`src/logic/zx_pkg.sv`:
```
package zx_pkg;

	// extended ports, all on one low byte
	localparam logic [7:0] PORT_XT_LO      = 8'hAF;
	localparam logic [7:0] PORT_PAGE0_HI   = 8'h10;
	localparam logic [7:0] PORT_PAGE1_HI   = 8'h11;
	localparam logic [7:0] PORT_PAGE2_HI   = 8'h12;
	localparam logic [7:0] PORT_PAGE3_HI   = 8'h13;
	localparam logic [7:0] PORT_SYSCONF_HI = 8'h20;
	localparam logic [7:0] PORT_MEMCONF_HI = 8'h21;

	// classic ports, low byte only
	localparam logic [7:0] PORT_FE_LO    = 8'hFE;
	localparam logic [7:0] PORT_COVOX_LO = 8'hFB;
	localparam int         FE_BEEP_BIT   = 4;

	// config register bits
	localparam int MEMCONF_W0_WE    = 1;
	localparam int MEMCONF_W0_RAM   = 3;
	localparam int SYSCONF_COVOX_EN = 2;

	localparam int PAGE_W  = 8;
	localparam int ROMPG_W = 5;

	localparam logic [7:0]        MEMCONF_RST = 8'h00;
	localparam logic [7:0]        SYSCONF_RST = 8'h00;
	localparam logic [PAGE_W-1:0] PAGE_RST0   = 8'd0;
	localparam logic [PAGE_W-1:0] PAGE_RST1   = 8'd5;
	localparam logic [PAGE_W-1:0] PAGE_RST2   = 8'd2;
	localparam logic [PAGE_W-1:0] PAGE_RST3   = 8'd0;

	// maskable interrupt timing, in fclk cycles
	localparam int INT_PERIOD = 256;
	localparam int INT_LEN    = 32;
	localparam int INT_CNT_W  = $clog2(INT_PERIOD);
	localparam int INT_LEN_W  = $clog2(INT_LEN);

	// z80 address seen as an i/o port or as a memory window
	typedef union packed {
		struct packed {
			logic [7:0] hi;
			logic [7:0] lo;
		} port;
		struct packed {
			logic [1:0]  win;
			logic [13:0] ofs;
		} mem;
	} zaddr_u;

endpackage

```
`src/logic/zsignals.sv`:
```
`timescale 1ns/1ps

module zsignals (
	input  logic fclk,
	input  logic arst_n,
	input  logic iorq_n,
	input  logic mreq_n,
	input  logic rd_n,
	input  logic wr_n,
	input  logic m1_n,
	output logic iord,
	output logic iowr,
	output logic iowr_s,
	output logic mreq,
	output logic memrd,
	output logic memwr,
	output logic intack,
	output logic intack_s
);

	// order: iorq, mreq, rd, wr, m1 (active high)
	logic [4:0] raw;
	logic [4:0] sync_1;
	logic [4:0] sync_2;
	logic       iorq;
	logic       rd;
	logic       wr;
	logic       m1;
	logic       iowr_d;
	logic       intack_d;

	assign raw = ~{iorq_n, mreq_n, rd_n, wr_n, m1_n};

	always_ff @(posedge fclk or negedge arst_n) begin
		if (!arst_n) begin
			sync_1 <= '0;
			sync_2 <= '0;
		end else begin
			sync_1 <= raw;
			sync_2 <= sync_1;
		end
	end

	assign {iorq, mreq, rd, wr, m1} = sync_2;

	// bus cycle levels
	assign iord   = iorq & rd & ~m1;
	assign iowr   = iorq & wr;
	assign memrd  = mreq & rd;
	assign memwr  = mreq & wr;
	assign intack = iorq & m1;

	always_ff @(posedge fclk or negedge arst_n) begin
		if (!arst_n) begin
			iowr_d   <= 1'b0;
			intack_d <= 1'b0;
		end else begin
			iowr_d   <= iowr;
			intack_d <= intack;
		end
	end

	// one cycle on the rising edge of the level
	assign iowr_s   = iowr & ~iowr_d;
	assign intack_s = intack & ~intack_d;

endmodule

```
`src/logic/zports.sv`:
```
`timescale 1ns/1ps

module zports (
	input  logic                      fclk,
	input  logic                      arst_n,
	input  zx_pkg::zaddr_u            a,
	input  logic [7:0]                d,
	input  logic                      iord,
	input  logic                      iowr_s,
	output logic [7:0]                memconf,
	output logic [zx_pkg::PAGE_W-1:0] xt_page0,
	output logic [zx_pkg::PAGE_W-1:0] xt_page1,
	output logic [zx_pkg::PAGE_W-1:0] xt_page2,
	output logic [zx_pkg::PAGE_W-1:0] xt_page3,
	output logic [7:0]                sysconf,
	output logic [2:0]                border,
	output logic [7:0]                zd_out,
	output logic                      zd_ena,
	output logic                      beeper_wr,
	output logic                      covox_wr
);

	import zx_pkg::*;

	logic       xt_hit;
	logic       fe_hit;
	logic       fb_hit;
	logic       hi_hit;
	logic       rd_hit;
	logic [7:0] rd_data;

	assign xt_hit = (a.port.lo == PORT_XT_LO);
	assign fe_hit = (a.port.lo == PORT_FE_LO);
	assign fb_hit = (a.port.lo == PORT_COVOX_LO);

	//////////////////////////////
	// write side
	//////////////////////////////

	always_ff @(posedge fclk or negedge arst_n) begin
		if (!arst_n) begin
			memconf  <= MEMCONF_RST;
			sysconf  <= SYSCONF_RST;
			xt_page0 <= PAGE_RST0;
			xt_page1 <= PAGE_RST1;
			xt_page2 <= PAGE_RST2;
			xt_page3 <= PAGE_RST3;
			border   <= 3'd0;
		end else if (iowr_s) begin
			if (xt_hit) begin
				case (a.port.hi)
					PORT_PAGE0_HI:   xt_page0 <= d;
					PORT_PAGE1_HI:   xt_page1 <= d;
					PORT_PAGE2_HI:   xt_page2 <= d;
					PORT_PAGE3_HI:   xt_page3 <= d;
					PORT_SYSCONF_HI: sysconf  <= d;
					PORT_MEMCONF_HI: memconf  <= d;
					default: ;
				endcase
			end
			if (fe_hit)
				border <= d[2:0];
		end
	end

	// sound latches sit in the sound block
	assign beeper_wr = iowr_s & fe_hit;
	assign covox_wr  = iowr_s & fb_hit;

	//////////////////////////////
	// read side
	//////////////////////////////

	always_comb begin
		hi_hit  = 1'b1;
		rd_data = 8'hFF;
		case (a.port.hi)
			PORT_PAGE0_HI:   rd_data = xt_page0;
			PORT_PAGE1_HI:   rd_data = xt_page1;
			PORT_PAGE2_HI:   rd_data = xt_page2;
			PORT_PAGE3_HI:   rd_data = xt_page3;
			PORT_SYSCONF_HI: rd_data = sysconf;
			PORT_MEMCONF_HI: rd_data = memconf;
			default:         hi_hit  = 1'b0;
		endcase
	end

	assign rd_hit = xt_hit & hi_hit;

	// idle bus reads as ff
	assign zd_out = rd_hit ? rd_data : 8'hFF;
	assign zd_ena = iord & rd_hit;

endmodule

```
`src/logic/zmem.sv`:
```
`timescale 1ns/1ps

module zmem (
	input  zx_pkg::zaddr_u             a,
	input  logic [7:0]                 memconf,
	input  logic [zx_pkg::PAGE_W-1:0]  xt_page0,
	input  logic [zx_pkg::PAGE_W-1:0]  xt_page1,
	input  logic [zx_pkg::PAGE_W-1:0]  xt_page2,
	input  logic [zx_pkg::PAGE_W-1:0]  xt_page3,
	input  logic                       mreq,
	input  logic                       memrd,
	input  logic                       memwr,
	output logic                       csrom,
	output logic                       romoe_n,
	output logic                       romwe_n,
	output logic [zx_pkg::ROMPG_W-1:0] rompg,
	output logic                       ram_cs,
	output logic [zx_pkg::PAGE_W-1:0]  ram_page
);

	import zx_pkg::*;

	logic [PAGE_W-1:0] page;
	logic              rom_sel;

	// page of the addressed 16k window
	always_comb begin
		case (a.mem.win)
			2'd0:    page = xt_page0;
			2'd1:    page = xt_page1;
			2'd2:    page = xt_page2;
			default: page = xt_page3;
		endcase
	end

	// only window 0 can hold rom
	assign rom_sel = (a.mem.win == 2'd0) && !memconf[MEMCONF_W0_RAM];

	assign csrom   = rom_sel & mreq;
	assign romoe_n = ~(rom_sel & memrd);
	assign romwe_n = ~(rom_sel & memwr & memconf[MEMCONF_W0_WE]);
	assign rompg   = page[ROMPG_W-1:0];

	assign ram_cs   = ~rom_sel & mreq;
	assign ram_page = page;

endmodule

```
`src/logic/zint.sv`:
```
`timescale 1ns/1ps

module zint (
	input  logic fclk,
	input  logic arst_n,
	input  logic intack_s,
	output logic int_n
);

	import zx_pkg::*;

	logic [INT_CNT_W-1:0] frame_cnt;
	logic [INT_LEN_W-1:0] len_cnt;
	logic                 frame_wrap;
	logic                 int_act;

	assign frame_wrap = (frame_cnt == INT_CNT_W'(INT_PERIOD - 1));

	always_ff @(posedge fclk or negedge arst_n) begin
		if (!arst_n) begin
			frame_cnt <= '0;
			len_cnt   <= '0;
			int_act   <= 1'b0;
		end else begin
			frame_cnt <= frame_wrap ? '0 : frame_cnt + 1'b1;
			// new frame wins over a pending ack
			if (frame_wrap) begin
				int_act <= 1'b1;
				len_cnt <= '0;
			end else if (int_act) begin
				if (intack_s || len_cnt == INT_LEN_W'(INT_LEN - 1))
					int_act <= 1'b0;
				len_cnt <= len_cnt + 1'b1;
			end
		end
	end

	assign int_n = ~int_act;

endmodule

```
`src/logic/sound.sv`:
```
`timescale 1ns/1ps

module sound (
	input  logic       fclk,
	input  logic       arst_n,
	input  logic [7:0] d,
	input  logic       beeper_wr,
	input  logic       covox_wr,
	input  logic       covox_en,
	output logic       beep
);

	import zx_pkg::*;

	logic       beep_bit;
	logic [7:0] sample;
	logic [7:0] acc;
	logic [8:0] sum;
	logic       dac_bit;

	// first order delta-sigma, carry is the output bit
	assign sum = {1'b0, acc} + {1'b0, sample};

	always_ff @(posedge fclk or negedge arst_n) begin
		if (!arst_n) begin
			beep_bit <= 1'b0;
			sample   <= 8'd0;
			acc      <= 8'd0;
			dac_bit  <= 1'b0;
		end else begin
			if (beeper_wr)
				beep_bit <= d[FE_BEEP_BIT];
			if (covox_wr)
				sample <= d;
			acc     <= sum[7:0];
			dac_bit <= sum[8];
		end
	end

	assign beep = covox_en ? dac_bit : beep_bit;

endmodule

```
`src/logic/zx_top.sv`:
```
`timescale 1ns/1ps

module zx_top (
	input  logic                       fclk,
	input  logic                       arst_n,
	input  logic                       iorq_n,
	input  logic                       mreq_n,
	input  logic                       rd_n,
	input  logic                       wr_n,
	input  logic                       m1_n,
	input  logic [15:0]                a,
	input  logic [7:0]                 d,
	output logic [7:0]                 zd_out,
	output logic                       zd_ena,
	output logic                       int_n,
	output logic                       csrom,
	output logic                       romoe_n,
	output logic                       romwe_n,
	output logic [zx_pkg::ROMPG_W-1:0] rompg,
	output logic                       ram_cs,
	output logic [zx_pkg::PAGE_W-1:0]  ram_page,
	output logic [2:0]                 border,
	output logic                       beep
);

	import zx_pkg::*;

	zaddr_u            za;
	logic              iord;
	logic              iowr_s;
	logic              mreq;
	logic              memrd;
	logic              memwr;
	logic              intack_s;
	logic [7:0]        memconf;
	logic [7:0]        sysconf;
	logic [PAGE_W-1:0] xt_page0;
	logic [PAGE_W-1:0] xt_page1;
	logic [PAGE_W-1:0] xt_page2;
	logic [PAGE_W-1:0] xt_page3;
	logic              beeper_wr;
	logic              covox_wr;

	assign za = a;

	//////////////////////////////
	// bus strobes
	//////////////////////////////

	zsignals i_zsignals (
		.fclk     (fclk),
		.arst_n   (arst_n),
		.iorq_n   (iorq_n),
		.mreq_n   (mreq_n),
		.rd_n     (rd_n),
		.wr_n     (wr_n),
		.m1_n     (m1_n),
		.iord     (iord),
		.iowr     (),
		.iowr_s   (iowr_s),
		.mreq     (mreq),
		.memrd    (memrd),
		.memwr    (memwr),
		.intack   (),
		.intack_s (intack_s)
	);

	zports i_zports (
		.fclk      (fclk),
		.arst_n    (arst_n),
		.a         (za),
		.d         (d),
		.iord      (iord),
		.iowr_s    (iowr_s),
		.memconf   (memconf),
		.xt_page0  (xt_page0),
		.xt_page1  (xt_page1),
		.xt_page2  (xt_page2),
		.xt_page3  (xt_page3),
		.sysconf   (sysconf),
		.border    (border),
		.zd_out    (zd_out),
		.zd_ena    (zd_ena),
		.beeper_wr (beeper_wr),
		.covox_wr  (covox_wr)
	);

	zmem i_zmem (
		.a        (za),
		.memconf  (memconf),
		.xt_page0 (xt_page0),
		.xt_page1 (xt_page1),
		.xt_page2 (xt_page2),
		.xt_page3 (xt_page3),
		.mreq     (mreq),
		.memrd    (memrd),
		.memwr    (memwr),
		.csrom    (csrom),
		.romoe_n  (romoe_n),
		.romwe_n  (romwe_n),
		.rompg    (rompg),
		.ram_cs   (ram_cs),
		.ram_page (ram_page)
	);

	zint i_zint (
		.fclk     (fclk),
		.arst_n   (arst_n),
		.intack_s (intack_s),
		.int_n    (int_n)
	);

	// covox replaces the beeper when enabled
	sound i_sound (
		.fclk      (fclk),
		.arst_n    (arst_n),
		.d         (d),
		.beeper_wr (beeper_wr),
		.covox_wr  (covox_wr),
		.covox_en  (sysconf[SYSCONF_COVOX_EN]),
		.beep      (beep)
	);

endmodule

```
`config.mk`:
```
export PLATFORM = sky130hd
export DESIGN_NAME = zx_top
export DESIGN_NICKNAME = d
export VERILOG_FILES = /design/src/logic/zx_pkg.sv /design/src/logic/zsignals.sv /design/src/logic/zports.sv /design/src/logic/zmem.sv /design/src/logic/zint.sv /design/src/logic/sound.sv /design/src/logic/zx_top.sv
export SDC_FILE = /design/constraint.sdc
export NUM_CORES = 1
export LEC_CHECK = 0
export ABC_AREA = 0
export BUFFER_PORTS_ARGS = -buffer_cell sky130_fd_sc_hd__buf_2
export CAP_MARGIN = 20
export CORE_ASPECT_RATIO = 0.8
export CORE_MARGIN = 2
export CORE_UTILIZATION = 42
export DETAILED_ROUTE_END_ITERATION = 10
export PLACE_DENSITY_LB_ADDON = 0.12
export SYNTH_ARGS = -nofsm -noshare
export SYNTH_HDL_FRONTEND = slang
export SYNTH_SLANG_ARGS = --single-unit
export TNS_END_PERCENT = 10
```
`constraint.sdc`:
```
create_clock -name fclk -period 3.2 [get_ports fclk]
set_input_delay 0.16 -clock fclk [delete_from_list [all_inputs] [get_ports fclk]]
set_output_delay 0.16 -clock fclk [all_outputs]
set_load 0.1 [all_outputs]
```
==> results of run 1 <==
-- flip-flops by register name, indices dropped and copies added, names as in the netlist, 8 cells and up --
register	flops
i_sound.acc	8
i_sound.sample	8
i_zint.frame_cnt	8
i_zports.memconf	8
i_zports.sysconf	8
i_zports.xt_page0	8
i_zports.xt_page1	8
i_zports.xt_page2	8
i_zports.xt_page3	8
-- area by class of cell --
cell class | instances | area (um^2)
clock buffer | 9 | 225.2
fill | 1000 | 5441
multi-input combinational | 220 | 2038
clock inverter | 7 | 57.56
inverter | 11 | 41.29
sequential | 95 | 2381
tap | 144 | 180.2
timing repair buffer | 71 | 397.9
-- path summary, 6_finish.rpt --
kind	from	to	slack [ns]	depth (start not counted)
setup / recovery	a[14]	zd_ena	0.76	6
hold / removal	d[7]	i_sound.sample[7]	0.17	2
setup reg to reg	i_sound.acc[0]	i_sound.dac_bit	1.17	6
hold reg to reg	i_zsignals.sync_1[2]	i_zsignals.sync_2[2]	0.35	0
max in group asynchronous	arst_n	i_zports.xt_page1[0]	1.90	3
min in group asynchronous	arst_n	i_zports.sysconf[7]	0.48	2
-- repair_timing --
action,4_1_cts,5_1_grt
endpoints found under the hold margin,72,0
hold buffers,6,0
endpoints found under the setup margin,0,0
-- stage by stage --
step	total power, uW	cell area (um^2)
after floorplan	1466	4593
after global placement	1551	4979
after detailed placement	1560	4979
after CTS	2600	5321
after global routing	2679	5321
final	2560	5321
-- routing by layer --
layer	up-vias	global-route usage	share of wire	wire length [um]
met5	-	0	0	0
met1	1480	0.2641	0.50	4985
li1	1370	-	-	-
met2	59	0.2714	0.45	4485
met4	0	0.05098	0.011	113
met3	8	0.03873	0.038	376
-- worst max-delay path: cells and delay by family --
| family | cells | cell delay (ns) |
|---|---|---|
| simple gates | 3 | 1.08 |
| buf+inv | 2 | 0.63 |
| compound gates | 1 | 0.41 |
-- power groups by stage --
stage	clock (uW)	sequential, uW	combinational [uW]
after detailed placement	0	1300	256
after CTS	1060	1280	262
final	1020	1280	260
after global routing	1100	1290	289
after floorplan	0	1300	161
after global placement	0	1300	248
-- cell usage in the layout, fill, tap and decap left out, types with 4 or more instances in the layout --
cell type / instances
and3_1: 6
o22ai_1: 8
mux2_2: 61
ha_1: 11
dfrtp_1: 92
buf_4: 5
nand2_1: 16
nor2_1: 16
o211ai_1: 9
dlygate4sd3_1: 6
clkbuf_16: 9
and3b_1: 4
xnor2_1: 8
mux4_2: 6
inv_1: 11
buf_2: 60
xor2_1: 6
mux2i_1: 26
and2_1: 4
-- cell families after synthesis --
logic type,Yosys count,synth area share
simple gates,69,0.08799
fa+ha+maj,12,0.03432
compound gates,30,0.04767
buf+inv,32,0.03786
mux,95,0.2471
flops,95,0.5184
xor+xnor,14,0.02670
==> impl_metrics.py, run 1 <==
metrics = {
    "power": {
        "leakage_uw": 0.002712,
        "power_switching_uw": 664.0,
        "comb_power_share": 0.101,
        "p_per_area_nw_per_um2": 481.1,
        "power.share.clock": 0.398,
        "intPower_uw": 1896,
        "vdd_drop_max_v": 0.0002397,
        "seqPwrFrac": 0.501,
        "sw_frac_of_total": 0.2594,
    },
    "sta": {
        "finalSetupTns_ns": 0,
        "setup_violations": 0,
        "holdWs_ns": 0.1688,
        "skew_ns": 0.004751,
        "layout_setup_ws_ns": 0.7614,
        "maxSlewViolCount": 0,
        "clock.fmax_mhz": 410.1,
        "timing.slew.headroom": 0.4073,
        "grt_setup_unrepaired": "false",
        "worst_pin_slew_ns": 0.8890,
        "period_needed_ns": 2.439,
        "finalCritPeriodShare": 0.7621,
        "hold_violations": 0,
    },
    "critical_path": {
        "startpoint_type": "input pin",
        "crit_required_ns": 3.04,
        "cp_data_arrival_time_ns": 2.28,
        "crit_slowest_cell": "or4_4",
        "crit_type": "in -> out",
        "crit_top_cell": "buf_2",
        "slowest_delay_ns": 0.60,
        "crit_chain": "buf_2, or4_4, nor3_4, o211a_1, and4b_1, buf_2",
        "critPathCaptureType": "output pin",
        "path_max_fanout": 10,
    },
    "global_routing": {
        "grt_max_degree": 70,
        "grt_pass1_wl_um": 16240,
        "grt.total_usage": 0.1808,
        "globalRouteOverflowTotal": 0,
        "grt_pass1_vias": 2973,
        "antenna_found_initial": 0,
    },
    "logic_synthesis": {
        "async_flop_share": 1.000,
        "yosys-top-cells-count": "dfrtp_1 (92), mux2_2 (61), mux2i_1 (26)",
        "synth_flop_cell": "dfrtp_1",
        "yosys.area.top_type": "dfrtp_1",
        "seq_area_frac_synth": 0.5184,
        "synth_seq_cells": 95,
        "syn_inst": 347,
        "yosys.area.top_type_share": 0.5012,
        "avgSynthCellArea_um2": 13.24,
        "ys_top_cells_by_area": "dfrtp_1 (50%), mux2_2 (15%), mux2i_1 (5.7%), ha_1 (3.0%), mux4_2 (2.9%)",
        "synth_edf_count": 0,
        "syn_area_um2": 4593,
        "synth_cell_types": 44,
        "synth.most_common_cell": "dfrtp_1",
        "syn-num-nets": 390,
        "yosysWarnings": 0,
    },
    "routing": {
        "wirelength_um": 9960,
        "vias": 2917,
        "drtIter0Drc": 156,
        "drt-wirelength-per-cell_um": 17.88,
        "firstDrtPassIters": 4,
        "route.detailed.drc": 0,
        "ant_nets": 0,
        "via_per_inst": 5.237,
    },
    "placement": {
        "place_hpwl_um": 6880,
        "io_buffers": 61,
        "pre_cts_ws_ns": 0.7313,
        "placed_cells": 535,
        "gp_congestion": 0.8114,
    },
    "layout": {
        "antenna_cells": 0,
        "nets": 451,
        "area_growth_syn_to_layout_pct": 15.85,
        "fin_util": 0.4944,
        "drive_above_1_share": 0.3801,
        "layoutNonFillerInstCount": 557,
    },
    "floorplanning": {
        "die-area_um2": 11790,
        "dieHeight_um": 97.54,
        "fp.dieW_um": 120.9,
        "core_um2": 10760,
        "pin_count": 62,
        "num_rows": 34,
        "initial_utilization": 0.4268,
    },
    "cts": {
        "cts_tree": "yes",
        "post_cts_resize_count": 0,
        "clk_pin_slew_ns": 0.07,
        "clock-root-buffer": "clkbuf_16",
        "cts_buffers": 9,
        "cts.htree.levels": 3,
        "clock_sinks": 95,
        "clockBufferDepth": 2,
        "post_cts_buffers": 0,
        "clk_latency_ns": 0.34,
    },
    "worst_hold_path": {
        "holdCritPathClass": "in -> reg",
    },
    "outcome": {
        "status": "complete, no violations",
    },
    "job": {
        "drv_cap": 0,
    },
}
Power figures use the tool's default switching activity.
==> run 2: changes to the inputs <==
Clock period 3.2 ns to 2.5 ns, I/O delays scaled along.
==> impl_metrics.py, run 2 (synthesis gave the netlist of run 1 again) <==
metrics = {
    "outcome": {
        "status": "complete, no violations",
    },
    "power": {
        "power.share.clock": 0.410,
        "p_per_area_nw_per_um2": 603.7,
        "seqPwrFrac": 0.488,
        "leakage_uw": 0.002842,
        "vdd_drop_max_v": 0.0003792,
        "comb_power_share": 0.102,
        "intPower_uw": 2530,
        "sw_frac_of_total": 0.2469,
        "power_switching_uw": 829.6,
    },
    "floorplanning": {
        "initial_utilization": 0.4268,
        "pin_count": 62,
        "die-area_um2": 11790,
        "dieHeight_um": 97.54,
        "num_rows": 34,
        "fp.dieW_um": 120.9,
        "core_um2": 10760,
    },
    "cts": {
        "post_cts_resize_count": 0,
        "post_cts_buffers": 0,
        "clock_sinks": 95,
        "cts.htree.levels": 3,
        "clk_pin_slew_ns": 0.07,
        "cts_hold_buf": 6,
        "clockBufferDepth": 2,
        "clk_latency_ns": 0.34,
        "clock-root-buffer": "clkbuf_16",
        "cts_tree": "yes",
        "cts_buffers": 9,
    },
    "worst_hold_path": {
        "min-delay-start": "d[5]",
        "holdCritPathClass": "in -> reg",
    },
    "layout": {
        "fin_util": 0.5171,
        "layout_common_cells": "dfrtp_1 (92), mux2_2 (61), buf_2 (51), mux2i_1 (26), nor2_1 (16)",
        "drive_above_1_share": 0.3919,
        "nets": 459,
        "fin_area_um2": 5565,
        "area_growth_syn_to_layout_pct": 21.17,
        "final_common_cell": "dfrtp_1",
        "antenna_cells": 0,
    },
    "sta": {
        "period_needed_ns": 2.031,
        "finalCritPeriodShare": 0.8125,
        "clock.fmax_mhz": 492.3,
        "timing.slew.headroom": 0.6009,
        "hold_violations": 0,
        "maxSlewViolCount": 0,
        "grt_setup_unrepaired": "false",
        "worst_pin_slew_ns": 0.5987,
        "skew_ns": 0.003682,
        "setup_violations": 0,
    },
    "placement": {
        "gp_congestion": 0.8050,
        "io_buffers": 61,
        "place_hpwl_um": 6986,
        "postPlaceCellArea_um2": 5206,
    },
    "global_routing": {
        "grt_max_degree": 57,
        "antenna_found_initial": 0,
        "grt_pass1_vias": 2955,
        "grt_pass1_wl_um": 16030,
        "grt.total_usage": 0.1799,
        "globalRouteOverflowTotal": 0,
    },
    "critical_path": {
        "cp_data_arrival_time_ns": 1.91,
        "crit_slowest_cell": "or4_4",
        "critPathLaunch": "a[15]",
        "cpLargestDelayFamily": "simple AND/OR/NAND/NOR gates",
        "startpoint_type": "input pin",
        "crit_chain": "buf_2, or4_4, nor3_4, o211a_1, buf_4, o211ai_1, buf_12",
        "r2r-start": "i_sound.sample[0]",
        "path_max_fanout": 8,
        "critPathBufInv": 3,
        "slowest_delay_ns": 0.58,
        "critPathCaptureType": "output pin",
        "crit_required_ns": 2.38,
        "crit_type": "in -> out",
    },
    "routing": {
        "ant_nets": 0,
        "via_per_inst": 5.193,
        "vias": 2934,
        "route.detailed.drc": 0,
        "wirelength_um": 9837,
        "firstDrtPassIters": 4,
        "drt-wirelength-per-cell_um": 17.41,
        "drtIter0Drc": 121,
    },
    "job": {
        "drv_cap": 0,
    },
}
==> run 2: power by group through the flow <==
stage	clock network, uW	registers [uW]	logic, uW
after global placement	0	1670	331
after CTS	1420	1640	347
after detailed placement	0	1670	341
after floorplan	0	1670	208
after global routing	1480	1650	389
final	1380	1640	344
==> run 2: cell type report <==
cell class	count	area, um^2
Clock buffer	10	229.0
Clock inverter	6	70.07
Fill cell	926	5197
Inverter	11	41.29
Multi-Input combinational cell	220	2046
Sequential cell	95	2381
Tap cell	144	180.2
Timing Repair Buffer	79	618.1
==> run 2: path summary, 6_finish.rpt <==
kind	to	slack (ns)	cells after the start
hold reg to reg	i_zsignals.sync_2[2]	0.35	0
setup reg to reg	i_sound.dac_bit	0.50	6
hold / removal	i_zports.memconf[5]	0.12	2
max in group asynchronous	i_zports.xt_page1[0]	1.48	3
setup / recovery	zd_out[1]	0.47	7
min in group asynchronous	i_sound.acc[6]	0.30	2
==> run 2: per-layer routing <==
metal | vias up | part of all wire | track usage
li1 | 1396 | - | -
met1 | 1461 | 0.52 | 0.2705
met2 | 70 | 0.42 | 0.2502
met3 | 7 | 0.048 | 0.05282
met4 | 0 | 0.012 | 0.05277
met5 | - | 0 | 0
==> run 2: metrics by stage <==
| step | total power, uW | hold WS (ns) | setup slack [ns] | setup TNS, ns | instances |
|---|---|---|---|---|---|
| finish | 3360 | 0.1209 | 0.4687 | 0 | 565 |
| global placement | 1998 | 0.1372 | 0.4938 | 0 | 543 |
| detailed placement | 2009 | 0.1421 | 0.4496 | 0 | 543 |
| floorplan | 1878 | -0.1706 | -0.1930 | -1.544 | 347 |
| CTS | 3408 | 0.1129 | 0.4474 | 0 | 565 |
| global route | 3520 | 0.1298 | 0.4188 | 0 | 565 |
==> run 2: worst reg2reg max path, stage by stage, from the launching register on <==
cell and delay [ns]:
dfrtp_1 0.38, ha_1 0.21, fa_1 0.40, a21o_1 0.19, a21oi_1 0.25, o21ai_0 0.13
o41a_1 0.32
==> run 3: changes to the inputs <==
Clock period 2.5 ns to 1.8 ns, I/O delays scaled along.
==> impl_metrics.py, run 3 (synthesis gave the netlist of run 1 again) <==
metrics = {
    "critical_path": {
        "slowest_delay_ns": 0.57,
        "path_max_fanout": 8,
        "cpLargestDelayFamily": "simple AND/OR/NAND/NOR gates",
        "critPathLaunch": "a[11]",
        "critPathCapture": "zd_out[1]",
        "r2r-start": "i_sound.sample[0]",
        "crit_chain": "buf_2, or4_4, nor3_4, o211a_1, buf_4, o211ai_1, buf_12",
        "crit_required_ns": 1.71,
        "rrSetupSlack_ns": 0.05,
        "crit_type": "in -> out",
        "critPathCaptureType": "output pin",
        "critPathBufInv": 3,
        "worstRegToRegCells": 6,
        "startpoint_type": "input pin",
        "cp_data_arrival_time_ns": 1.69,
        "cp.depth": 7,
        "r2r_end": "i_sound.dac_bit",
        "crit_slowest_cell": "or4_4",
    },
    "routing": {
        "wirelength_um": 9849,
        "route.detailed.drc": 0,
        "via_per_inst": 5.104,
        "drtIter0Drc": 126,
        "firstDrtPassIters": 4,
        "vias": 2991,
        "drt-wirelength-per-cell_um": 16.81,
        "ant_nets": 0,
    },
    "sta": {
        "skew_ns": 0.005323,
        "layout_setup_ws_ns": 0.01685,
        "hold_violations": 0,
        "worst_pin_slew_ns": 0.5041,
        "setup_violations": 0,
        "maxSlewViolCount": 0,
        "finalCritPeriodShare": 0.9906,
        "period_needed_ns": 1.783,
        "clock.fmax_mhz": 560.8,
        "holdWs_ns": 0.07983,
        "grt_setup_unrepaired": "true",
        "timing.slew.headroom": 0.6639,
    },
    "power": {
        "vdd_drop_max_v": 0.0005845,
        "leakage_uw": 0.002947,
        "p_per_area_nw_per_um2": 798.5,
    },
    "layout": {
        "nets": 480,
        "area_growth_syn_to_layout_pct": 25.58,
        "antenna_cells": 0,
        "final_common_cell": "dfrtp_1",
        "layout_common_cells": "dfrtp_1 (92), mux2_2 (61), buf_2 (49), buf_4 (29), mux2i_1 (26)",
        "drive_above_1_share": 0.4389,
        "fin_util": 0.5359,
    },
    "floorplanning": {
        "core_um2": 10760,
        "pin_count": 62,
        "fp.dieW_um": 120.9,
        "die-area_um2": 11790,
        "num_rows": 34,
        "dieHeight_um": 97.54,
        "initial_utilization": 0.4268,
    },
    "cts": {
        "clock-root-buffer": "clkbuf_16",
        "cts_buffers": 9,
        "cts_tree": "yes",
        "clk_pin_slew_ns": 0.07,
        "clock_sinks": 95,
        "post_cts_buffers": 0,
        "clk_latency_ns": 0.34,
        "cts.htree.levels": 3,
        "clockBufferDepth": 2,
    },
    "global_routing": {
        "grt_pass1_vias": 3099,
        "antenna_found_initial": 0,
        "globalRouteOverflowTotal": 0,
        "grt.total_usage": 0.1810,
        "grt_pass1_wl_um": 16340,
        "grt_max_degree": 96,
    },
    "placement": {
        "io_buffers": 61,
        "pre_cts_ws_ns": -0.09265,
        "gp_congestion": 0.7901,
        "place_hpwl_um": 7118,
    },
    "job": {
        "drv_cap": 0,
    },
    "outcome": {
        "status": "complete, no violations",
    },
    "worst_hold_path": {
        "holdCritPathClass": "in -> reg",
    },
}
[run 3: stage by stage]
stage | setup TNS, ns | area, um^2 | instances | power, uW
6_report | 0 | 5768 | 586 | 4606
5_1_grt | -0.4350 | 5768 | 586 | 4819
4_1_cts | 0 | 5749 | 586 | 4656
3_5_place_dp | -1.981 | 5371 | 564 | 2854
3_3_place_gp | -1.526 | 5371 | 564 | 2835
2_1_floorplan | -8.199 | 4609 | 347 | 2608
[run 3: repair_timing]
item	CTS	global route
gates resized for setup	11	6
endpoints found under the setup margin	23	19
cloned	0	0
hold buffers	6	0
endpoints found under the hold margin	97	0
pin swaps	4	2
[run 3: area by class of cell]
cell class | instances | area [um^2]
inverters | 11 | 41.29
fillers | 928 | 4995
clock buffers | 10 | 229.0
multi-input cells | 220 | 2086
well taps | 144 | 180.2
repair buffers | 100 | 804.5
clock inverters | 6 | 46.29
flip-flops and latches | 95 | 2381
[run 3: worst reg2reg max path: cells and delay by family (launching register included)]
kind                     cells  cell delay (ns)
AO/OA/AOI/OAI                4             0.73
flip-flops                   1             0.38
adder cells (fa/ha/maj)      2             0.52
[run 3: report_power, final]
| part | switching [uW] | total, uW | internal [uW] | leakage, uW |
|---|---|---|---|---|
| logic | 305 | 555 | 250 | 0.00155 |
| clock network | 821 | 1770 | 944 | 0.000129 |
| registers | 48.3 | 2290 | 2240 | 0.00127 |
| total | 1170 | 4610 | 3430 | 0.00295 |
[run 3: metal layers]
| metal | GRT usage | up-vias | share of wire |
|---|---|---|---|
| li1 | - | 1434 | - |
| met1 | 0.2679 | 1486 | 0.52 |
| met2 | 0.2645 | 65 | 0.43 |
| met3 | 0.03991 | 6 | 0.047 |
| met4 | 0.05635 | 0 | 0.0088 |
| met5 | 0 | - | 0 |
[run 3: worst min path at each step]
stage               startpoint              endpoint  slack (ns)  cells after the start
finish                    d[5]  i_zports.xt_page3[5]        0.08                      2
global route              d[5]  i_zports.xt_page2[5]        0.09                      2
CTS                       d[5]   i_zports.memconf[5]        0.08                      2
detailed placement      arst_n     i_sound.sample[7]        0.19                      2
global placement        arst_n     i_sound.sample[7]        0.18                      2
floorplan               arst_n        i_sound.acc[0]       -0.21                      0
